$ cat config.mk
export PLATFORM = sky130hd
export DESIGN_NAME = frame_queue_flat
export DESIGN_NICKNAME = d
export VERILOG_FILES = /design/src/rtl/switch_pkg.sv /design/src/rtl/frame_queue_if.sv /design/src/rtl/frame_queue.sv /design/src/flat_wrapper.sv
export SDC_FILE = /design/constraint.sdc
export NUM_CORES = 1
export LEC_CHECK = 0
export BUFFER_PORTS_ARGS = -buffer_cell sky130_fd_sc_hd__buf_2
export CAP_MARGIN = 5
export CELL_PAD_IN_SITES_DETAIL_PLACEMENT = 1
export CELL_PAD_IN_SITES_GLOBAL_PLACEMENT = 2
export CORE_MARGIN = 2
export CORE_UTILIZATION = 46
export DETAILED_ROUTE_END_ITERATION = 7
export GPL_TIMING_DRIVEN = 0
export HOLD_SLACK_MARGIN = 0.12
export PLACE_DENSITY_LB_ADDON = 0.1
export SETUP_SLACK_MARGIN = 0.3
export SLEW_MARGIN = 5
export SYNTH_ARGS = -nofsm -noshare
export SYNTH_HDL_FRONTEND = slang
export SYNTH_SLANG_ARGS = --single-unit
$ cat constraint.sdc
create_clock -name sys_clk -period 4 [get_ports sys_clk]
set_clock_uncertainty 0.15 [all_clocks]
set_input_delay 0.4 -clock sys_clk [delete_from_list [all_inputs] [get_ports sys_clk]]
set_output_delay 0.4 -clock sys_clk [all_outputs]
set_load 0.05 [all_outputs]
$ cat src/rtl/switch_pkg.sv
// The queue word is fixed at 9 bits and only its last flag marks where a frame ends
package switch_pkg;

  // Width of one stored queue word
  localparam int QWORD_W = 9;

  typedef logic [7:0] pkt_byte_t;

  // Last flag on top, byte below
  typedef struct packed {
    logic      last;
    pkt_byte_t data;
  } queue_word_t;

endpackage
$ cat src/rtl/frame_queue_if.sv
// Level is QUEUE_AW+1 bits so that a full queue of 2**QUEUE_AW words can be shown
`timescale 1ns/10ps

interface frame_queue_if #(
  parameter int QUEUE_AW = 7
);
  import switch_pkg::*;

  // Write side
  queue_word_t       din;
  logic              wr_en;
  logic              full;
  logic [QUEUE_AW:0] level;

  // Read side, first word falls through
  queue_word_t       dout;
  logic              empty;
  logic              rd_en;
  logic              frame_avail;

  modport writer (output din, output wr_en, input full, input level);
  modport reader (input dout, input empty, input frame_avail, output rd_en);
  modport fifo (
    input  din, wr_en, rd_en,
    output full, level, dout, empty, frame_avail
  );

endinterface

$ cat src/rtl/frame_queue.sv
// Depth is a power of two and both sides must respect full and empty on their own
`timescale 1ns/10ps

module frame_queue #(
  parameter int QUEUE_AW = 7
) (
  input  logic       sys_clk,
  input  logic       rst_n,
  frame_queue_if.fifo q
);
  import switch_pkg::*;

  localparam int DEPTH = 1 << QUEUE_AW;
  localparam int LW    = QUEUE_AW + 1;

  logic [QWORD_W-1:0]  mem [DEPTH];
  logic [QUEUE_AW-1:0] wr_ptr;
  logic [QUEUE_AW-1:0] rd_ptr;
  logic [LW-1:0]       level_q;
  // Stored words with last set, one per complete frame
  logic [LW-1:0]       last_cnt;

  always_ff @(posedge sys_clk) begin
    if (q.wr_en) begin
      mem[wr_ptr] <= q.din;
    end
  end

  always_ff @(posedge sys_clk) begin
    if (!rst_n) begin
      wr_ptr   <= '0;
      rd_ptr   <= '0;
      level_q  <= '0;
      last_cnt <= '0;
    end else begin
      if (q.wr_en) begin
        wr_ptr <= wr_ptr + 1'b1;
      end
      if (q.rd_en) begin
        rd_ptr <= rd_ptr + 1'b1;
      end
      level_q  <= level_q + LW'(q.wr_en) - LW'(q.rd_en);
      last_cnt <= last_cnt + LW'(q.wr_en && q.din.last) - LW'(q.rd_en && q.dout.last);
    end
  end

  assign q.dout        = mem[rd_ptr];
  assign q.level       = level_q;
  assign q.empty       = (level_q == '0);
  assign q.full        = (level_q == LW'(DEPTH));
  assign q.frame_avail = (last_cnt != '0);

  a_no_overflow: assert property (@(posedge sys_clk) disable iff (!rst_n)
    q.wr_en |-> !q.full)
    else $error("frame_queue write while full");

  a_no_underflow: assert property (@(posedge sys_clk) disable iff (!rst_n)
    q.rd_en |-> !q.empty)
    else $error("frame_queue read while empty");

endmodule

$ cat src/flat_wrapper.sv
// flat-port wrapper written by rule: the top's interface ports become plain ports
module frame_queue_flat import switch_pkg::*;
#(
  parameter int QUEUE_AW = 7
)
  (sys_clk, rst_n, q_din, q_wr_en, q_rd_en, q_full, q_level, q_dout, q_empty, q_frame_avail);
  frame_queue_if #(.QUEUE_AW(QUEUE_AW)) q_i ();
  input  logic sys_clk;
  input  logic rst_n;
  input wire logic [$bits(q_i.din)-1:0] q_din;
  input wire logic [$bits(q_i.wr_en)-1:0] q_wr_en;
  input wire logic [$bits(q_i.rd_en)-1:0] q_rd_en;
  output wire logic [$bits(q_i.full)-1:0] q_full;
  output wire logic [$bits(q_i.level)-1:0] q_level;
  output wire logic [$bits(q_i.dout)-1:0] q_dout;
  output wire logic [$bits(q_i.empty)-1:0] q_empty;
  output wire logic [$bits(q_i.frame_avail)-1:0] q_frame_avail;
  assign q_i.din = q_din;
  assign q_i.wr_en = q_wr_en;
  assign q_i.rd_en = q_rd_en;
  assign q_full = q_i.full;
  assign q_level = q_i.level;
  assign q_dout = q_i.dout;
  assign q_empty = q_i.empty;
  assign q_frame_avail = q_i.frame_avail;
  frame_queue #(.QUEUE_AW(QUEUE_AW)) u_core (.sys_clk(sys_clk), .rst_n(rst_n), .q(q_i));
endmodule
==> impl_metrics.toml <==
[hold_path]
hold_end = "u_core.mem[127][5]"
holdPathStages = 1
min_path_type = "input port to flip-flop"
worstHoldStart = "q_din[5]"

[grt]
grt_pass1_wl_mm = 186.7
grt_overflow = 0
grt_start_max_net_pins = 81
grt_use_total_pct = 25.92
antenna_found_initial = 4
grt_pass1_vias = 24327

[pwr]
ir_drop_mv = 0.4603
p_per_area_nw_per_um2 = 506.9
power.leakage_nw = 16.70

[worst_setup_path]
r2r_cells = 18
cp-start-kind = "flip-flop"
required_ns = 3.45
timing.rr.end = "u_core.last_cnt[7]"
rrSetupSlack_ns = -0.35
arrival_ns = 3.82
path_class = "flip-flop to output pin"
worst-path-max-fanout = 6
endpoint_kind = "output pin"

[routing]
antenna_left = 0
drtIter0Drc = 2383
vias_per_cell = 6.131
dr_total_vias = 23327
post_drt_wl_per_cell_um = 34.76
firstDrtPassIters = 5
wl_mm = 132.3
drc = 0

[logic_synthesis]
syn_area_um2 = 46220
synthCells = 2190
yosysWarnings = 0
syn_nets = 2230
ys_seq_area_share_pct = 76.45
synth_edf_count = 1152
synth_cell_type_count = 46
synthArstFlopShare_pct = 0
ys_ff_latch = 1189
syn_avg_cell_area_um2 = 21.10
synth_flop_cell = "edfxtp_1"

[clock_network]
cts_max_path_buffers = 3
cts.clk_slew.worst_paths_ns = 0.07
cts_tree = "built"
root_buffer = "clkbuf_16"
clock_latency_ns = 0.72
numClockSinks = 1189
cts_max_level = 3
numCtsBuffers = 120

[timing]
holdWs_ns = 0.1248
period_minus_slack_ns = 4.369
setup_slack_ns = -0.3688
worst_pin_slew_ns = 1.294
final_max_slew_viol_count = 0
slew_headroom_pct = 13.73
finalCritPeriodShare_pct = 109.2
finalSetupViolCount = 13
fmax_ghz = 0.2289
tns_ns = -3.483
rsz0062_at_grt = "yes"
final-hold-violation-count = 0

[placement]
placed_area_um2 = 48500
dp_hpwl_mm = 88.56
pre_cts_ws_ns = -1.240
io_buffers = 32
gp_congestion = 0.8785

[final_layout]
post-route-util_pct = 54.96
final_layout_size_suffix_gt1_share_pct = 32.51
final_cell_area_um2 = 54880
syn_to_final_growth_pct = 18.75
diodes = 0
fillCellCount = 8549
final_nets = 2451

[floorplan]
dieHeight_um = 321.0
core-area_um2 = 99860
die-area_um2 = 103000
rows = 116
initial_core_util_pct = 46.28
pin_count = 33
die_w_um = 321.0

[job]
drv_cap = 0

[status]
violations = "setup timing"
status = "finished with violations"
-- routing by layer --
metal,GRT usage (%),vias up,share of wire [%]
met5,0,-,0.0053
met4,6.750,2,2.5
met3,5.553,196,7.4
met2,41.84,821,49
met1,36.16,12695,41
li1,-,9613,-
-- where the power goes --
group	internal [W]	switching, W
registers	0.0137	0.0000566
clock network	0.00612	0.00474
logic	0.00131	0.00185
-- state kept, by name, summed over array words and instances (netlist names), named ones only --
signal / flops
u_core.mem: 1152
u_core.last_cnt: 8
u_core.q.level: 8
u_core.rd_ptr: 7
u_core.wr_ptr: 7
-- kinds of logic (layout without fill, tap and decap cells) --
logic type / count (synthesis) / after routing / synth area share, %
AO/OA/AOI/OAI: 143 / 143 / 2.325
XOR/XNOR: 15 / 15 / 0.2843
adder cells (fa/ha/maj): 27 / 27 / 0.7634
buffers and inverters: 147 / 464 / 1.467
flip-flops: 1189 / 1189 / 76.45
multiplexers: 359 / 359 / 15.68
AND/OR/NAND/NOR: 310 / 310 / 3.024
-- synth_stat cells, types with 16 or more instances --
master,instances,share of area (%)
a21oi_1,23,0.25
a221oi_1,64,1.2
a22oi_1,18,0.29
buf_2,35,0.38
clkbuf_1,63,0.51
dfxtp_1,37,1.6
edfxtp_1,1152,75
ha_1,25,0.68
inv_1,28,0.23
mux2i_1,66,1.4
mux4_2,292,14
nand2_1,52,0.42
nand3_1,16,0.17
nor2_1,159,1.3
nor4_1,17,0.23
-- area by class of cell --
| type | instances | area [um2] | area share (%) |
|---|---|---|---|
| inverters | 28 | 107.6 | 0.1961 |
| clock buffers | 166 | 3299 | 6.012 |
| plain buffers | 119 | 1101 | 2.006 |
| repair buffers | 99 | 1246 | 2.271 |
| flip-flops and latches | 1189 | 35340 | 64.38 |
| clock inverters | 52 | 446.7 | 0.8139 |
| well taps | 1298 | 1624 | 2.959 |
| multi-input cells | 854 | 11720 | 21.36 |
-- placed cells by master (no fill, tap or decap), drive strengths merged, types with 9 or more instances in the layout --
cell type,Yosys,routed
a21oi,23,23
a221oi,64,64
a22oi,18,18
buf,56,145
clkbuf,63,228
clkinv,0,43
dfxtp,37,37
dlygate4sd3,0,11
edfxtp,1152,1152
ha,25,25
inv,28,31
mux2i,66,66
mux4,292,292
nand2,52,52
nand3,16,16
nand4,14,14
nor2,159,159
nor2b,10,10
nor3,16,16
nor4,17,17
o21ai,13,13
xor2,9,9
-- metrics by stage --
stage | power (W) | std cells
6_report | 0.02782 | 3805
5_1_grt | 0.02862 | 3805
4_1_cts | 0.02786 | 3790
3_5_place_dp | 0.01668 | 3536
3_3_place_gp | 0.01659 | 3520
2_1_floorplan | 0.01569 | 2190
-- worst max path at each step --
| stage | endpoint | cells after the start | start | slack, ns |
|---|---|---|---|---|
| CTS | u_core.last_cnt[7] | 18 | flip-flop | -0.41 |
| detailed placement | u_core.last_cnt[6] | 18 | flip-flop | -1.24 |
| global route | u_core.last_cnt[6] | 19 | flip-flop | -0.42 |
| finish | q_dout[0] | 12 | flip-flop | -0.37 |
| floorplan | u_core.last_cnt[6] | 21 | flip-flop | -0.09 |
| global placement | u_core.last_cnt[6] | 18 | flip-flop | -1.24 |
-- repair_timing --
| action | 4_1_cts | 5_1_grt |
|---|---|---|
| setup buffers | 20 | 13 |
| hold buffers | 11 | 0 |
| pin swaps | 28 | 42 |
| hold endpoints to repair | 318 | 0 |
| gates resized for setup | 370 | 64 |
| setup endpoints to repair | 23 | 25 |
| gates cloned | 5 | 2 |
-- worst max-delay path, cell delays in order, from the launching register on --
cell and delay (ns):
dfxtp_2 0.33, buf_8 0.14, buf_12 0.13, buf_12 0.14, buf_16 0.16, buf_12 0.15
buf_16 0.15, mux4_2 0.55, a221oi_4 0.36, nor4_2 0.10, o2111ai_2 0.45, o21ai_4 0.21
buf_6 0.21
Power figures use the tool's default switching activity.
