`src/rtl/switch_ctrl_pkg.sv`:
```
// Flow opcodes and all state enums are 2 bits and must stay within that width
package switch_ctrl_pkg;

  // Flow table commands
  typedef enum logic [1:0] {
    FLOW_NOP,
    FLOW_SET,
    FLOW_FLOOD,
    FLOW_DROP
  } flow_op_e;

  typedef enum logic [1:0] {
    FWD_IDLE,
    FWD_WAIT_ROOM,
    FWD_COPY,
    FWD_DISCARD
  } fwd_state_e;

  typedef enum logic [1:0] {
    MIX_SELECT,
    MIX_SEND,
    MIX_GAP
  } mix_state_e;

endpackage

```
`src/rtl/flow_table.sv`:
```
// Needs NPORT of at least 2 and ignores commands that name a port at or above NPORT
`timescale 1ns/10ps

module flow_table #(
  parameter int NPORT = 4
) (
  input  logic                          sys_clk,
  input  logic                          rst_n,
  input  logic                          cfg_valid,
  input  switch_ctrl_pkg::flow_op_e     cfg_op,
  input  logic [$clog2(NPORT)-1:0]      cfg_port,
  input  logic [NPORT-1:0]              cfg_mask,
  output logic [NPORT-1:0][NPORT-1:0]   fwd_mask
);
  import switch_ctrl_pkg::*;

  logic [NPORT-1:0] src_bit;

  assign src_bit = NPORT'(1) << cfg_port;

  // Source port is never in its own mask
  always_ff @(posedge sys_clk) begin
    if (!rst_n) begin
      for (int i = 0; i < NPORT; i++) begin
        fwd_mask[i] <= ~(NPORT'(1) << i);
      end
    end else if (cfg_valid && (int'(cfg_port) < NPORT)) begin
      case (cfg_op)
        FLOW_SET:   fwd_mask[cfg_port] <= cfg_mask & ~src_bit;
        FLOW_FLOOD: fwd_mask[cfg_port] <= ~src_bit;
        FLOW_DROP:  fwd_mask[cfg_port] <= '0;
        default: begin
        end
      endcase
    end
  end

endmodule

```
`config.mk`:
```
export PLATFORM = sky130hd
export DESIGN_NAME = flow_table
export DESIGN_NICKNAME = d
export VERILOG_FILES = /design/src/rtl/switch_ctrl_pkg.sv /design/src/rtl/flow_table.sv
export SDC_FILE = /design/constraint.sdc
export NUM_CORES = 1
export LEC_CHECK = 0
export BUFFER_PORTS_ARGS = -buffer_cell sky130_fd_sc_hd__buf_2
export CAP_MARGIN = 10
export CORE_ASPECT_RATIO = 0.7
export CORE_UTILIZATION = 30
export CTS_BUF_LIST = sky130_fd_sc_hd__clkbuf_8
export DETAILED_ROUTE_END_ITERATION = 8
export GPL_TIMING_DRIVEN = 0
export PLACE_DENSITY = 0.56
export SLEW_MARGIN = 20
export SYNTH_ARGS = -nofsm -noshare
export SYNTH_HDL_FRONTEND = slang
export SYNTH_SLANG_ARGS = --single-unit
```
`constraint.sdc`:
```
create_clock -name sys_clk -period 0.8 [get_ports sys_clk]
set_input_delay 0.16 -clock sys_clk [delete_from_list [all_inputs] [get_ports sys_clk]]
set_output_delay 0.16 -clock sys_clk [all_outputs]
set_load 0.005 [all_outputs]
```
==> metrics.cfg, run 1 <==
[run_status]
status = finished, violations left
violations = negative setup slack

[cells_and_area]
seq_area_sq_um = 340.3
final_core_utilization_pct = 49.54
areaGrowthSynthToFinish_pct = 54.02
final_cell_area_sq_um = 934.6
diodes = 0
mostFrequentLayoutCells = 18 x buf_2, 16 x dfxtp_2, 12 x nand2_1, 12 x o211ai_1, 5 x buf_6
layout-drive-gt1-share_pct = 59.34
multi_input_area_sq_um = 334.1
fill_cells = 179
fin_nets = 103
layout_commonest_cell = buf_2

[power_and_ir_drop]
p_leak_uw = 0.0004392
power_density_nw_per_um2 = 1875
peakVddDrop_mv = 1.239

[floorplanning]
die_area_sq_um = 2210
num_rows = 13
die_h_microns = 39.63
initial_core_util_pct = 32.16
die_w_microns = 55.76
core_area_sq_um = 1887
boundaryPins = 27

[yosys]
synth_mux_area_share_pct = 0
netlist_instances = 61
synth-compound-area-share_pct = 24.74
synth_xor_area_share_pct = 0
yosysSeqAreaShare_pct = 52.78
syn-num-nets = 72
synth_top_area_share_pct = 52.78
ys_seq_elements = 16
synth_top_family_by_area = compound AO/OA/AOI/OAI gates
yosysUniqueCellTypes = 16
ys_warn_count = 0
synth-adder-area-share_pct = 0
synth_area_leader_cell = dfxtp_1
synth.avg_cell_area_sq_um = 9.948
synth-simple-area-share_pct = 21.24
synth_area_leaders = dfxtp_1 53%, o211ai_1 15%, nand2_1 7.4%
syn_area_sq_um = 606.8

[global_route]
antenna_found_initial = 0
busiest_layer = met2
grt_overflow_total = 0
grt_pass1_wl_microns = 2559
use_met3_pct = 7.591
grt_usage_pct = 16.52
grt_start_max_net_pins = 11
grt_use_met1_pct = 20.28
met2_usage_pct = 25.90
first_global_vias = 544

[sta]
whs_ns = 0.2127
grt_setup_unrepaired = yes
drv_slew = 0
finalSetupViolCount = 16
setup_tns_ns = -0.5954
fin_skew_ns = 0
period_needed_ns = 0.8427
period_share_pct = 105.3
fin_ws_ns = -0.04266
timing.fmax_mhz = 1187
worst_pin_slew_ns = 0.2942
relSlewSlack_pct = 80.32
hold_violations = 0

[clock_tree]
clock_path_buffers = 2
insertion_delay_ns = 0.25
h-tree-depth = 1
holdBufCountCts = 0
cts.sinks = 16
cts_buffers = 3
cts-root-buf = clkbuf_8
clkSlewWorstSetupHoldPaths_ns = 0.06
cts_tree = done

[worst_hold_path]
hp-start = rst_n
worstHoldPathCells = 2
hold_class = in2reg

[critical_path]
critPathSlowestCell = dfxtp_2
required_ns = 0.64
rrSetupSlack_ns = 0.10
crit_path_end_kind = output port
critical_path_buf_inv_count = 1
worstPathMaxFanout = 2
path_cells = buf_2
cp_slowest_stage_delay_ns = 0.32
cp-start-kind = flip-flop
ff2ff_path_depth = 3
crit_arrival_ns = 0.68
path_class = reg2out
critPathTopFamily = flip-flops

[routing]
drc = 0
wirelength_microns = 1533
drtIter0Drc = 13
first_pass_iters = 4
num_vias = 586
vias_per_cell = 5.186
postRouteAntennaNets = 0
wl_per_cell_microns = 13.57

[place]
globalplace.congestion = 0.7056
dp_slack_ns = -0.3001
placed_cell_area_sq_um = 760.7
hpwl_microns = 1117
port_buffers = 25

[run]
drv_cap = 0

-- cells by family (layout without fill, tap and decap cells) --
logic type / after synthesis / after routing
AND/OR/NAND/NOR: 23 / 23
AO/OA/AOI/OAI: 20 / 20
buffers and inverters: 2 / 32
flip-flops: 16 / 16
-- report_power, final --
group	total, uW	switching [uW]	internal (uW)
logic	214	116	97.7
registers	833	10.4	822
clock network	705	269	436
-- what timing repair did --
action | in CTS | in global routing
gates resized for setup | 21 | 17
setup buffers | 1 | 0
pin swaps | 0 | 3
setup endpoints to repair | 20 | 28
-- cells in the mapped netlist (all sizes together) --
master    n
dfxtp    16
nand3b    2
nor2      1
a21oi     4
nor2b     1
nand4bb   1
nand4     1
nand2    12
and2b     1
nand4b    2
o211a     4
or3b      1
clkbuf    1
o211ai   12
nand3     1
buf       1
-- through the flow --
stage               cells  power [uW]
finish                113        1752
global route          113        1830
CTS                   113        1740
detailed placement    108        1009
global placement      108        1005
floorplan              61       927.5
-- worst register-to-register path, delay by kind of cell, from the launching register on --
family | cells | cell delay (ns)
compound gates | 1 | 0.09
buf+inv | 1 | 0.12
simple gates | 1 | 0.05
flops | 1 | 0.31
-- layer usage --
| layer | up-vias | share of wire, % |
|---|---|---|
| li1 | 291 | - |
| met1 | 272 | 51 |
| met2 | 23 | 42 |
| met3 | 0 | 6.8 |
| met4 | 0 | 0 |
| met5 | - | 0 |
-- worst max path at each step --
stage                        to  slack, ns  cells past startpoint
finish              fwd_mask[0]      -0.04                      1
global placement      flip-flop      -0.30                      4
detailed placement    flip-flop      -0.30                      4
global route        fwd_mask[8]      -0.07                      1
CTS                 fwd_mask[5]      -0.05                      1
floorplan             flip-flop      -0.06                      2
-- area by class of cell --
type	instances	area share [%]
Multi-Input combinational cell	43	35.74
Clock buffer	4	5.890
Buffer	2	0.9371
Tap cell	22	2.945
Sequential cell	16	36.41
Timing Repair Buffer	26	18.07
No activity file was read; power rests on OpenSTA's default activity.
==> run 2, diff against run 1 <==
Settings changed: CTS_BUF_LIST sky130_fd_sc_hd__clkbuf_8 to sky130_fd_sc_hd__clkbuf_16.
==> run 2 against run 1 <==
  * Setup slack better by 0.0090 ns
  * Largest power group is now the clock network
  * Register-to-register slack hardly changed
  * Clock-buffer cell count fell by 1
  * Die area unchanged
  * Hold slack gained 0.0020 ns
  * Critical path type unchanged
  * The run still ends with negative setup slack left
==> metrics.cfg, run 2 (same netlist as run 1, synthesis figures left out) <==
[run_status]
status = finished, violations left
violations = negative setup slack

[sta]
relSlewSlack_pct = 80.05  ; -0.27 points
whs_ns = 0.2147  ; +0.002002 ns
drv_slew = 0  ; unchanged
fin_skew_ns = 0  ; unchanged
hold_violations = 0  ; unchanged
grt_setup_unrepaired = yes
setup_tns_ns = -0.4477  ; +0.1477 ns
period_needed_ns = 0.8337  ; -0.008953 ns
finalSetupViolCount = 16  ; unchanged
timing.fmax_mhz = 1199  ; +1.1%
period_share_pct = 104.2  ; -1.1 points
worst_pin_slew_ns = 0.2982  ; +0.004045 ns
fin_ws_ns = -0.03371  ; +0.008953 ns

[critical_path]
cp-start-kind = flip-flop
path_cells = buf_2
worstPathMaxFanout = 2  ; unchanged
ff2ff_path_depth = 3  ; unchanged
critPathSlowestCell = dfxtp_2
cp_slowest_stage_delay_ns = 0.31  ; about the same
path_class = reg2out
required_ns = 0.64  ; about the same
critical_path_buf_inv_count = 1  ; unchanged
crit_path_end_kind = output port
critPathTopFamily = flip-flops
crit_arrival_ns = 0.67  ; about the same
worst-path-stages = 1  ; unchanged

[global_route]
grt_start_max_net_pins = 11  ; unchanged
grt_usage_pct = 16.59  ; +0.075 points
grt_overflow_total = 0  ; unchanged
antenna_found_initial = 0  ; unchanged
first_global_vias = 545  ; +0.18%
grt_pass1_wl_microns = 2566  ; +0.27%

[cells_and_area]
mostFrequentLayoutCells = 18 x buf_2, 16 x dfxtp_2, 12 x nand2_1, 12 x o211ai_1, 6 x buf_6
final_cell_area_sq_um = 954.7  ; +2.1%
areaGrowthSynthToFinish_pct = 57.32
layout_commonest_cell = buf_2
fin_nets = 103  ; unchanged
seq_area_sq_um = 340.3  ; unchanged
multi_input_area_sq_um = 326.6  ; -2.2%
diodes = 0  ; unchanged
layout-drive-gt1-share_pct = 58.24  ; -1.1 points
fill_cells = 175  ; -2.2%

[clock_tree]
insertion_delay_ns = 0.24  ; about the same
h-tree-depth = 1  ; unchanged
cts_buffers = 3  ; unchanged
cts-root-buf = clkbuf_16
holdBufCountCts = 0  ; unchanged
cts.sinks = 16  ; unchanged
clock_path_buffers = 2  ; unchanged
clkSlewWorstSetupHoldPaths_ns = 0.05  ; about the same
cts_tree = done

[floorplanning]
num_rows = 13  ; unchanged
boundaryPins = 27  ; unchanged
die_w_microns = 55.76  ; unchanged
die_area_sq_um = 2210  ; unchanged
core_area_sq_um = 1887  ; unchanged
die_h_microns = 39.63  ; unchanged
initial_core_util_pct = 32.16  ; unchanged

[routing]
drtIter0Drc = 17  ; +4
drc = 0  ; unchanged
num_vias = 603  ; +2.9%
wirelength_microns = 1535  ; +0.13%
first_pass_iters = 4  ; unchanged
vias_per_cell = 5.336  ; +2.9%
wl_per_cell_microns = 13.58  ; +0.13%
postRouteAntennaNets = 0  ; unchanged

[power_and_ir_drop]
power_density_nw_per_um2 = 2098  ; +12%
p_leak_uw = 0.0004488  ; +2.2%
fin_total_pwr_uw = 2003  ; +14%
peakVddDrop_mv = 1.694  ; +37%

[worst_hold_path]
worstHoldPathCells = 2  ; unchanged
hold_class = in2reg

[place]
dp_slack_ns = -0.3001  ; unchanged
port_buffers = 25  ; unchanged
placed_cell_area_sq_um = 760.7  ; unchanged
globalplace.congestion = 0.7056  ; unchanged
hpwl_microns = 1117  ; unchanged

[run]
drv_cap = 0  ; unchanged

-- run 2: changes by cell type in the layout (fill, tap and decap cells not counted) --
cell / previous run / this run
clkinv_1: 0 / 1
clkbuf_8: 4 / 0
buf_6: 5 / 6
buf_4: 3 / 2
clkbuf_16: 0 / 3
a21oi_2: 0 / 1
a21oi_4: 4 / 3
-- run 2: final timing paths --
| path | startpoint | to | slack [ns] |
|---|---|---|---|
| setup / recovery | flip-flop | fwd_mask[0] | -0.03 |
| hold reg to reg | flip-flop | flip-flop | 0.46 |
| setup reg to reg | flip-flop | flip-flop | 0.10 |
| hold / removal | rst_n | flip-flop | 0.21 |
-- run 2: through the flow --
| step | utilization, % | std cells |
|---|---|---|
| 2_1_floorplan | - | 61 |
| 3_3_place_gp | 40.32 | 108 |
| 3_5_place_dp | 40.32 | 108 |
| 4_1_cts | 47.21 | 113 |
| 5_1_grt | 50.60 | 113 |
| 6_report | 50.60 | 113 |
-- run 2: routing by layer --
| metal | routed length, microns | share of wire (%) | vias to the layer above | global-route usage (%) |
|---|---|---|---|---|
| met5 | 0 | 0 | - | 0 |
| met4 | 0 | 0 | 0 | 5.625 |
| met3 | 98 | 6.4 | 0 | 7.591 |
| met2 | 653 | 43 | 20 | 25.90 |
| met1 | 783 | 51 | 294 | 20.47 |
| li1 | - | - | 289 | - |
-- run 2: final cells by class --
type | instances | share of cell area, %
plain buffers | 2 | 0.9174
clock buffers | 3 | 7.864
clock inverters | 1 | 0.3932
multi-input cells | 43 | 34.21
flip-flops and latches | 16 | 35.65
well taps | 22 | 2.883
repair buffers | 26 | 18.09
-- run 2: timing repair --
| action | CTS | global route |
|---|---|---|
| buffers inserted | 1 | 0 |
| gates resized for setup | 23 | 14 |
| pin swaps | 2 | 4 |
| endpoints found under the setup margin | 24 | 29 |
-- run 2: report_power, final --
part	internal, uW	total [uW]	switching [uW]
Clock	662	958	296
Combinational	97.1	211	114
Sequential	824	835	10.4
Total	1580	2000	420
-- run 2: worst register-to-register path: stages, from the launching register on --
cell	delay (ns)
dfxtp_2	0.31
buf_4	0.12
nand2_1	0.05
o211ai_1	0.09
