### config.mk
export PLATFORM = sky130hd
export DESIGN_NAME = gmii_rx_framer_flat
export DESIGN_NICKNAME = d
export VERILOG_FILES = /design/src/rtl/switch_pkg.sv /design/src/rtl/frame_queue_if.sv /design/src/rtl/gmii_rx_framer.sv /design/src/flat_wrapper.sv
export SDC_FILE = /design/constraint.sdc
export NUM_CORES = 1
export LEC_CHECK = 0
export BUFFER_PORTS_ARGS = -buffer_cell sky130_fd_sc_hd__buf_4
export CELL_PAD_IN_SITES_DETAIL_PLACEMENT = 1
export CELL_PAD_IN_SITES_GLOBAL_PLACEMENT = 1
export CORE_MARGIN = 4
export CORE_UTILIZATION = 30
export CTS_CLUSTER_DIAMETER = 80
export CTS_CLUSTER_SIZE = 25
export DETAILED_ROUTE_END_ITERATION = 10
export HOLD_SLACK_MARGIN = 0.15
export PLACE_DENSITY = 0.64
export SLEW_MARGIN = 25
export SYNTH_ARGS = -nofsm -noshare
export SYNTH_HDL_FRONTEND = slang
export SYNTH_SLANG_ARGS = --single-unit
### constraint.sdc
create_clock -name sys_clk -period 1.6 [get_ports sys_clk]
set_input_delay 0.24 -clock sys_clk [delete_from_list [all_inputs] [get_ports sys_clk]]
set_output_delay 0.24 -clock sys_clk [all_outputs]
set_load 0.02 [all_outputs]
### src/rtl/switch_pkg.sv
// The queue word is fixed at 9 bits and only its last flag marks where a frame ends
package switch_pkg;

  // Width of one stored queue word
  localparam int QWORD_W = 9;

  typedef logic [7:0] pkt_byte_t;

  // Last flag on top, byte below
  typedef struct packed {
    logic      last;
    pkt_byte_t data;
  } queue_word_t;

endpackage
### src/rtl/frame_queue_if.sv
// Level is QUEUE_AW+1 bits so that a full queue of 2**QUEUE_AW words can be shown
`timescale 1ns/10ps

interface frame_queue_if #(
  parameter int QUEUE_AW = 7
);
  import switch_pkg::*;

  // Write side
  queue_word_t       din;
  logic              wr_en;
  logic              full;
  logic [QUEUE_AW:0] level;

  // Read side, first word falls through
  queue_word_t       dout;
  logic              empty;
  logic              rd_en;
  logic              frame_avail;

  modport writer (output din, output wr_en, input full, input level);
  modport reader (input dout, input empty, input frame_avail, output rd_en);
  modport fifo (
    input  din, wr_en, rd_en,
    output full, level, dout, empty, frame_avail
  );

endinterface

### src/rtl/gmii_rx_framer.sv
// Frames need one idle cycle between them and are dropped whole without MAX_FRAME_LEN free words
`timescale 1ns/10ps

module gmii_rx_framer #(
  parameter int MAX_FRAME_LEN = 64
) (
  input  logic                  sys_clk,
  input  logic                  rst_n,
  input  switch_pkg::pkt_byte_t gmii_rxd,
  input  logic                  gmii_rx_dv,
  frame_queue_if.writer         q
);
  import switch_pkg::*;

  localparam int DEPTH = 1 << ($bits(q.level) - 1);
  localparam int CNT_W = $clog2(MAX_FRAME_LEN + 1);

  pkt_byte_t        hold_byte;
  logic             hold_valid;
  logic             rx_dv_d;
  logic             admit;
  logic [CNT_W-1:0] byte_cnt;
  logic             frame_start;
  logic             admit_now;
  logic [CNT_W-1:0] cnt_cur;
  logic             take;

  assign frame_start = gmii_rx_dv && !rx_dv_d;
  // Admission is decided once, on the first byte
  assign admit_now   = frame_start ? (int'(q.level) <= DEPTH - MAX_FRAME_LEN) : admit;
  assign cnt_cur     = frame_start ? '0 : byte_cnt;
  assign take        = gmii_rx_dv && admit_now && (cnt_cur < CNT_W'(MAX_FRAME_LEN));

  always_ff @(posedge sys_clk) begin
    if (!rst_n) begin
      rx_dv_d    <= 1'b0;
      admit      <= 1'b0;
      hold_valid <= 1'b0;
      byte_cnt   <= '0;
    end else begin
      rx_dv_d    <= gmii_rx_dv;
      admit      <= admit_now;
      hold_valid <= take;
      byte_cnt   <= take ? cnt_cur + 1'b1 : cnt_cur;
    end
  end

  always_ff @(posedge sys_clk) begin
    if (take) begin
      hold_byte <= gmii_rxd;
    end
  end

  // Held byte is final when dv has dropped or the length cap was reached
  assign q.wr_en = hold_valid;
  assign q.din   = '{last: !gmii_rx_dv || (byte_cnt == CNT_W'(MAX_FRAME_LEN)),
                     data: hold_byte};

endmodule

### src/flat_wrapper.sv
// flat-port wrapper written by rule: the top's interface ports become plain ports
module gmii_rx_framer_flat import switch_pkg::*;
#(
  parameter int MAX_FRAME_LEN = 64
)
  (sys_clk, rst_n, gmii_rxd, gmii_rx_dv, q_din, q_wr_en, q_full, q_level);
  frame_queue_if q_i ();
  input  logic sys_clk;
  input  logic rst_n;
  input  switch_pkg::pkt_byte_t gmii_rxd;
  input  logic gmii_rx_dv;
  output wire logic [$bits(q_i.din)-1:0] q_din;
  output wire logic [$bits(q_i.wr_en)-1:0] q_wr_en;
  input wire logic [$bits(q_i.full)-1:0] q_full;
  input wire logic [$bits(q_i.level)-1:0] q_level;
  assign q_din = q_i.din;
  assign q_wr_en = q_i.wr_en;
  assign q_i.full = q_full;
  assign q_i.level = q_level;
  gmii_rx_framer #(.MAX_FRAME_LEN(MAX_FRAME_LEN)) u_core (.sys_clk(sys_clk), .rst_n(rst_n), .gmii_rxd(gmii_rxd), .gmii_rx_dv(gmii_rx_dv), .q(q_i));
endmodule
==> reports/results.ini, run 1 <==
[clock_network]
cts_max_level=1
cts_tree=built
cts_sinks=18
path_clk_slew_ns=0.10
numCtsBuffers=3
clkLatencyLatePin_ns=0.30
clockBufferDepth=2
post_cts_buffers=0
cts_root_buf=clkbuf_4

[sta]
fmax_mhz=664
tightest_slew_ns=0.249
fin_crit_ns=1.51
hold_viol=0
rsz0062_at_grt=no
fin_crit_sh_pct=94.2
setup_viol=0
maxSlewHeadroom_pct=83.3
skew_ns=0.00183
tns_ns=0
maxSlewViolCount=0

[worst_setup_path]
rr_worst_depth=7
cpMaxStageDelayCell=dfxtp_1
cp_num_cells=4
worstSetupPathType=reg -> out
timing.rr.start=u_core.rx_dv_d
start_kind=register
timing.critical_path.buf_inv=1
slowest_delay_ns=0.35
cp.arrival_ns=1.27
crit_path_max_fanout=3
critical_path.top_delay_family=simple AND/OR/NAND/NOR gates
cp.required_ns=1.36
cp-end-kind=output pin
cp-startpoint=u_core.byte_cnt[2]
worstPathCellList=nor4_2 > nand3_1 > nand2_1 > buf_4

[final_layout]
design_area_sq_mm=0.00112
syn_to_final_growth_pct=50.3
num_antenna_cells=0
fillers=269
nets=129
drive_gt1_share_pct=39.3
utilization_pct=48.9

[die]
rows=17
die-area_sq_mm=0.00335
core-area_sq_mm=0.00230
die_h_um=57.9
ios=30
initial_core_util_pct=32.5
die_w_um=57.9

[grt]
gr-usage-met2_pct=21.9
busiest_layer=met2
antenna_found_initial=0
grt_usage_pct=13.0
grt_max_degree=12
use_met1_pct=15.4
grt_pass1_vias=707
grt_pass1_wl_um=3260
use_met3_pct=3.34
grt-ovfl-total=0

[logic_synthesis]
synth_common_cells=dfxtp_1, nand2_1, edfxtp_1
synth_edf_count=8
ys_warn_count=0
synth.top_cell.area_share_pct=32.2
synthCells=66
seq_area_frac_synth_pct=59.0
synth_fp_nets=87
synth_cell_types=26
synth_top_area_cell=edfxtp_1
ys.flop_type=dfxtp_1
synth_area_per_cell_sq_um=11.3
ys_ff_latch=18
ys_async_sr_fraction_pct=0
synth_area_leaders=edfxtp_1, dfxtp_1, nand2_1
syn_area_sq_um=747

[routing]
wire_per_inst_um=14.1
viasPerCell=4.72
first_pass_iters=3
routed_wl_um=1910
drc=0
first_iter_violations=2
drtAntennaViolNets=0
vias=637

[hold_path]
hold_start=gmii_rx_dv
worstHoldPathCells=2
hold_class=in -> reg

[placed_design]
dpl_cell_area_sq_mm=0.00100
dp_hpwl_um=1380
gp_congestion=0.723
port_buffers=28

[power]
p_leak_uw=0.000452
power_density_mw_per_mm2=796
ir_drop_mv=0.388

[flow_run]
cap_violations=0

[outcome]
status=complete, no violations

worst paths after layout:
| kind | endpoint | slack, ns |
|---|---|---|
| max reg2reg | u_core.byte_cnt[4] | 0.12 |
| min reg2reg | u_core.byte_cnt[6] | 0.54 |
| max | q_din[8] | 0.09 |
| min | u_core.rx_dv_d | 0.20 |
cell families after synthesis:
| group | count (synthesis) | synth area share, % |
|---|---|---|
| xor+xnor | 1 | 1.17 |
| buf+inv | 1 | 0.502 |
| flops | 18 | 59.0 |
| simple gates | 36 | 27.8 |
| fa+ha+maj | 1 | 1.67 |
| mux | 2 | 2.68 |
| compound gates | 7 | 7.20 |
routing by layer:
layer / vias up / share of wire (%)
met4: 0 / 1.4
li1: 320 / -
met1: 294 / 43
met5: - / 0
met2: 19 / 50
met3: 4 / 5.7
layout by cell type (no fill, tap or decap):
cell type / n
buf_4: 30
nand2_1: 10
dfxtp_1: 9
dlygate4sd3_1: 8
edfxtp_1: 8
nor2_1: 5
and2_1: 4
clkbuf_4: 3
nand2b_1: 2
nor3_1: 2
and2_4: 2
nor4_2: 2
nand3_1: 2
mux2i_1: 2
a31oi_1: 2
and3_1: 2
a21boi_2: 1
nor4_1: 1
nand2b_4: 1
a211o_1: 1
nor3_2: 1
and4_1: 1
o21a_1: 1
a31o_1: 1
nand4b_1: 1
o21ai_1: 1
xnor2_1: 1
ha_2: 1
clkinv_1: 1
dfxtp_2: 1
power breakdown:
part | internal (uW) | leakage [uW] | switching (uW) | total, uW
Clock | 90.9 | 0.0000154 | 146 | 237
Sequential | 502 | 0.000157 | 8.86 | 511
Combinational | 80.5 | 0.000279 | 64.9 | 145
per-stage QoR:
step / setup slack, ns / total power (uW) / hold slack, ns / instances
floorplan: 0.223 / 575 / 0.339 / 66
global placement: 0.132 / 646 / 0.418 / 123
detailed placement: 0.0907 / 649 / 0.420 / 123
CTS: 0.0475 / 899 / 0.200 / 135
global route: 0.000954 / 947 / 0.187 / 135
finish: 0.0930 / 893 / 0.198 / 135
timing repair:
item,CTS,global route
hold buffers,8,0
endpoints found under the hold margin,8,0
setup endpoints to repair,0,2
gates resized for setup,0,4
sequential cells by signal, summed over array words and instances, names as in the netlist:
| register | flops |
|---|---|
| u_core.hold_byte | 8 |
| u_core.byte_cnt | 7 |
| u_core.admit | 1 |
| u_core.q.wr_en | 1 |
| u_core.rx_dv_d | 1 |
final cells by class:
type                       instances  area, sq um  area share, %
clock buffer                       3         22.5           2.01
clock inverter                     1         3.75          0.334
multi-input combinational         47          314           28.0
sequential                        18          442           39.4
tap                               28         35.0           3.12
timing repair buffer              38          305           27.2
Note: power is estimated with default switching activity, not from simulation.
==> run 2: changes to the inputs <==
==> constraint.sdc (replaced) <==
create_clock -name sys_clk -period 1.41 [get_ports sys_clk]
set_input_delay 0.2115 -clock sys_clk [delete_from_list [all_inputs] [get_ports sys_clk]]
set_output_delay 0.2115 -clock sys_clk [all_outputs]
set_load 0.02 [all_outputs]
==> reports/results.ini, run 2 (same netlist as run 1, synthesis figures left out) <==
[final_layout]
final_common_cell=buf_4
nets=136  ; +5.4%
design_area_sq_mm=0.00123  ; +9.5%
fillers=260  ; -3.3%
seqCellArea_sq_um=445  ; +0.85%
final_cells=142  ; +5.2%
regMostFlops=u_core.hold_byte
final_cell_mix=buf_4, nand2_1, dlygate4sd3_1, edfxtp_1, dfxtp_1
utilization_pct=53.5  ; +4.6 points
multiInputGateArea_sq_um=360  ; +15%
num_antenna_cells=0  ; unchanged
top_regs=u_core.hold_byte: 8 flops, u_core.byte_cnt: 7 flops
largest_reg_flops=8  ; unchanged
drive_gt1_share_pct=49.1  ; +9.9 points
syn_to_final_growth_pct=64.5

[clock_network]
cts_root_buf=clkbuf_4
numCtsBuffers=3  ; unchanged
path_clk_slew_ns=0.11  ; about the same
cts_tree=built
clkLatencyLatePin_ns=0.30  ; about the same
cts_max_level=1  ; unchanged
clockBufferDepth=2  ; unchanged
cts_sinks=18  ; unchanged

[die]
core-area_sq_mm=0.00230  ; unchanged
initial_core_util_pct=32.5  ; unchanged
die_h_um=57.9  ; unchanged
rows=17  ; unchanged
die_w_um=57.9  ; unchanged
die-area_sq_mm=0.00335  ; unchanged
ios=30  ; unchanged

[sta]
tightest_slew_ns=0.358  ; +0.109 ns
fin_crit_ns=1.42
fin_crit_sh_pct=100
skew_ns=0.00370  ; +0.00187 ns
rsz0062_at_grt=yes
setup_viol=1  ; +1
hold_viol=0  ; unchanged
maxSlewViolCount=0  ; unchanged
tns_ns=-0.00697  ; -0.00697 ns
setup_ws_ns=-0.00697  ; -0.0999 ns
maxSlewHeadroom_pct=75.9  ; -7.4 points
fmax_mhz=706

[worst_setup_path]
worstSetupPathType=reg -> out
cp-startpoint=u_core.byte_cnt[5]
start_kind=register
cp.arrival_ns=1.21  ; -0.06 ns
crit_path_max_fanout=2  ; -1
cp-end-kind=output pin
cp.required_ns=1.20  ; -0.16 ns
timing.rr.start=u_core.rx_dv_d
rr_worst_depth=4  ; -3

[power]
seq_power_share_pct=55.5  ; -1.7 points
power_density_mw_per_mm2=850  ; +6.8%
power_frac_clock_pct=26.2  ; -0.4 points
ir_drop_mv=0.466  ; +20%
swShare_pct=25.3  ; +0.67 points
p_int_uw=780  ; +16%
switchingPower_uw=264  ; +20%
pwr-share-comb_pct=18.3  ; +2.0 points
p_leak_uw=0.000529  ; +17%

[placed_design]
dp_hpwl_um=1500  ; +9.2%
gp_congestion=0.833  ; +15%
pre_cts_ws_ns=-0.0323  ; -0.123 ns
dpl_cell_area_sq_mm=0.00104  ; +3.7%
dp.cells=128  ; +4.1%
port_buffers=28  ; unchanged

[routing]
first_pass_iters=4  ; +1
wire_per_inst_um=14.7  ; +4.0%
first_iter_violations=6  ; +4
drtAntennaViolNets=0  ; unchanged
vias=686  ; +7.7%
viasPerCell=4.83  ; +2.4%
drc=0  ; unchanged
routed_wl_um=2090  ; +9.4%

[grt]
grt-ovfl-total=0  ; unchanged
grt_max_degree=12  ; unchanged
grt_pass1_wl_um=3420  ; +5.1%
grt_usage_pct=13.2  ; +0.20 points
grt_pass1_vias=742  ; +5.0%
antenna_found_initial=0  ; unchanged

[hold_path]
hold_start=rst_n
hold_class=in -> reg
worstHoldPathCells=2  ; unchanged

[outcome]
failed_checks=setup timing
status=finished, violations left

[flow_run]
cap_violations=0  ; unchanged

-- run 2: worst paths after layout --
check	end	slack, ns
setup / recovery	q_din[8]	-0.007
hold reg to reg	u_core.byte_cnt[6]	0.54
setup reg to reg	u_core.byte_cnt[1]	0.03
hold / removal	u_core.byte_cnt[2]	0.20
-- run 2: critical path: stages (launching register included) --
cell and delay (ns):
dfxtp_2 0.35, nor4_4 0.26, nand3_1 0.10, nand2_1 0.08, buf_6 0.11
-- run 2: power by group through the flow --
| stage | Sequential [uW] | Clock (uW) | Combinational (uW) |
|---|---|---|---|
| finish | 580 | 274 | 191 |
| global route | 584 | 302 | 207 |
| CTS | 579 | 277 | 187 |
| detailed placement | 590 | 0 | 158 |
| global placement | 588 | 0 | 154 |
| floorplan | 607 | 0 | 45.3 |
-- run 2: per-stage QoR --
step                      power, uW  hold WS [ns]
final                          1040         0.204
after global routing           1090         0.204
after CTS                      1040         0.200
after detailed placement        748         0.392
after global placement          742         0.390
after floorplan                 652         0.310
-- run 2: area by class of cell --
class	instances	area share, %
tap	28	2.85
clock inverter	1	0.305
clock buffer	3	1.83
multi-input combinational	47	29.3
sequential	18	36.3
timing repair buffer	45	29.4
-- run 2: metal layers --
layer	vias up	routed length [um]	GRT usage (%)
met3	2	96	2.90
met1	329	848	15.5
met4	0	14	2.98
met2	20	1130	24.4
li1	335	-	-
met5	-	0	0
-- run 2: what timing repair did --
| action | in CTS | in global routing |
|---|---|---|
| hold buffers | 8 | 0 |
| buffers inserted | 2 | 0 |
| gates resized for setup | 13 | 3 |
| setup endpoints to repair | 3 | 4 |
| endpoints found under the hold margin | 8 | 0 |
| pin swaps | 7 | 4 |
==> run 3: changes to the inputs <==
--- a/config.mk
+++ b/config.mk
@@ -5,7 +5,6 @@
 export SDC_FILE = /design/constraint.sdc
 export NUM_CORES = 1
 export LEC_CHECK = 0
-export BUFFER_PORTS_ARGS = -buffer_cell sky130_fd_sc_hd__buf_4
 export CELL_PAD_IN_SITES_DETAIL_PLACEMENT = 1
 export CELL_PAD_IN_SITES_GLOBAL_PLACEMENT = 1
 export CORE_MARGIN = 4
@@ -13,9 +12,11 @@
 export CTS_CLUSTER_DIAMETER = 80
 export CTS_CLUSTER_SIZE = 25
 export DETAILED_ROUTE_END_ITERATION = 10
+export DONT_BUFFER_PORTS = 1
 export HOLD_SLACK_MARGIN = 0.15
-export PLACE_DENSITY = 0.64
+export PLACE_DENSITY = 0.5
 export SLEW_MARGIN = 25
 export SYNTH_ARGS = -nofsm -noshare
 export SYNTH_HDL_FRONTEND = slang
 export SYNTH_SLANG_ARGS = --single-unit
+export TNS_END_PERCENT = 5
==> reports/results.ini, run 3 (same netlist as run 1, synthesis figures left out) <==
[sta]
skew_ns=0.00348  ; -0.000225 ns
fin_hold_ws_ns=0.162  ; -0.0420 ns
tightest_slew_ns=0.344  ; -0.0139 ns
maxSlewHeadroom_pct=77.0  ; +1.1 points
fmax_mhz=731  ; +3.5%
rsz0062_at_grt=yes
hold_viol=0  ; unchanged
fin_crit_ns=1.37  ; -0.0482 ns
setup_viol=0  ; -1
maxSlewViolCount=0  ; unchanged
fin_crit_sh_pct=97.1  ; -3.4 points

[placed_design]
gp_congestion=0.654  ; -21%
port_buffers=0  ; -100%
dp_hpwl_um=1160  ; -23%
dp.cells=101  ; -21%

[power]
power_frac_clock_pct=26.4  ; +0.2 points
ir_drop_mv=0.437  ; -6.3%
switchingPower_uw=227  ; -14%
power_density_mw_per_mm2=928  ; +9.2%
swShare_pct=23.6  ; -1.7 points
p_int_uw=734  ; -5.9%
pwr-share-comb_pct=11.2  ; -7.1 points
p_leak_uw=0.000401  ; -24%
seq_power_share_pct=62.4  ; +6.9 points
power_uw=961  ; -8.0%

[die]
core-area_sq_mm=0.00230  ; unchanged
ios=30  ; unchanged
die_w_um=57.9  ; unchanged
die-area_sq_mm=0.00335  ; unchanged
initial_core_util_pct=32.5  ; unchanged
die_h_um=57.9  ; unchanged
rows=17  ; unchanged

[grt]
grt_max_degree=12  ; unchanged
grt-ovfl-total=0  ; unchanged
antenna_found_initial=0  ; unchanged
grt_pass1_vias=580  ; -22%
grt_usage_pct=10.1  ; -3.1 points
grt_pass1_wl_um=2540  ; -26%

[final_layout]
nets=110  ; -19%
final_cell_mix=dlygate4sd3_1, nand2_1, buf_4, edfxtp_1, dfxtp_1
syn_to_final_growth_pct=38.7
num_antenna_cells=0  ; unchanged
final_common_cell=dlygate4sd3_1
regMostFlops=u_core.hold_byte
final_cells=116  ; -18%
multiInputGateArea_sq_um=360  ; unchanged
fillers=254  ; -2.3%
seqCellArea_sq_um=444  ; -0.28%
drive_gt1_share_pct=29.5  ; -20 points
largest_reg_flops=8  ; unchanged
top_regs=u_core.hold_byte: 8 flops, u_core.byte_cnt: 7 flops

[routing]
drc=0  ; unchanged
first_iter_violations=8  ; +2
viasPerCell=4.97  ; +2.8%
wire_per_inst_um=14.5  ; -1.5%
first_pass_iters=4  ; unchanged
vias=576  ; -16%
routed_wl_um=1680  ; -20%
drtAntennaViolNets=0  ; unchanged

[outcome]
status=complete, no violations

[clock_network]
clkLatencyLatePin_ns=0.28  ; -0.02 ns
cts_tree=built
cts_sinks=18  ; unchanged
cts_max_level=1  ; unchanged
path_clk_slew_ns=0.10  ; about the same
clockBufferDepth=2  ; unchanged
numCtsBuffers=3  ; unchanged
cts_root_buf=clkbuf_4

[worst_setup_path]
crit_path_max_fanout=5  ; +3
cp.required_ns=1.59  ; +0.39 ns
worstSetupPathType=reg -> reg
cp.arrival_ns=1.55  ; +0.34 ns
cp-startpoint=u_core.rx_dv_d
start_kind=register
timing.rr.start=u_core.rx_dv_d
cp-end-kind=register

[hold_path]
hold_start=rst_n
hold_class=in -> reg

[flow_run]
cap_violations=0  ; unchanged

==> run 3: area by class of cell <==
class                           count  share of cell area [%]
Sequential cell                    18                    42.9
Clock inverter                      1                   0.362
Timing Repair Buffer               19                    16.4
Tap cell                           28                    3.38
Clock buffer                        3                    2.17
Multi-Input combinational cell     47                    34.8
==> run 3: layer usage <==
metal / vias up / GRT usage [%] / routed length (um)
met5: - / 0 / 0
met4: 0 / 4.97 / 10
met3: 2 / 2.90 / 105
met2: 16 / 17.4 / 823
met1: 275 / 11.4 / 738
li1: 283 / - / -
==> run 3: repair_timing <==
item | 4_1_cts | 5_1_grt
buffers inserted | 0 | 0
setup endpoints to repair | 3 | 4
cloned | 0 | 0
endpoints found under the hold margin | 18 | 9
pin swaps | 6 | 7
hold buffers | 10 | 1
resized for setup | 8 | 6
==> run 3: worst max-delay path, stage by stage, from the launching register on <==
cell,delay [ns]
dfxtp_2,0.33
nand2b_4,0.16
and2_4,0.17
ha_4,0.16
nand2_4,0.07
nor3_4,0.04
buf_4,0.13
a31oi_1,0.15
nor2_1,0.06
==> run 3: power groups by stage <==
stage / registers (uW) / clock network [uW] / logic (uW)
6_report: 600 / 254 / 107
5_1_grt: 602 / 309 / 118
3_5_place_dp: 610 / 0 / 68.8
4_1_cts: 599 / 272 / 96.2
2_1_floorplan: 607 / 0 / 45.3
3_3_place_gp: 610 / 0 / 68.2
==> run 3: path summary, 6_finish.rpt <==
path	slack, ns	cells past startpoint	endpoint
worst max register to register	0.04	8	u_core.byte_cnt[6]
worst min register to register	0.55	2	u_core.byte_cnt[6]
worst min-delay path	0.16	3	u_core.byte_cnt[1]
worst max-delay path	0.04	8	u_core.byte_cnt[6]
==> run 3: metrics by stage <==
step	setup slack, ns	utilization (%)	TNS (ns)	instance area, sq um
final	0.0413	45.1	0	1040
after global placement	-0.0185	36.5	-0.0252	838
after CTS	-0.0237	43.3	-0.0470	995
after global routing	-0.0716	45.1	-0.113	1040
after floorplan	0.0328	-	0	747
after detailed placement	-0.00458	36.5	-0.00458	838
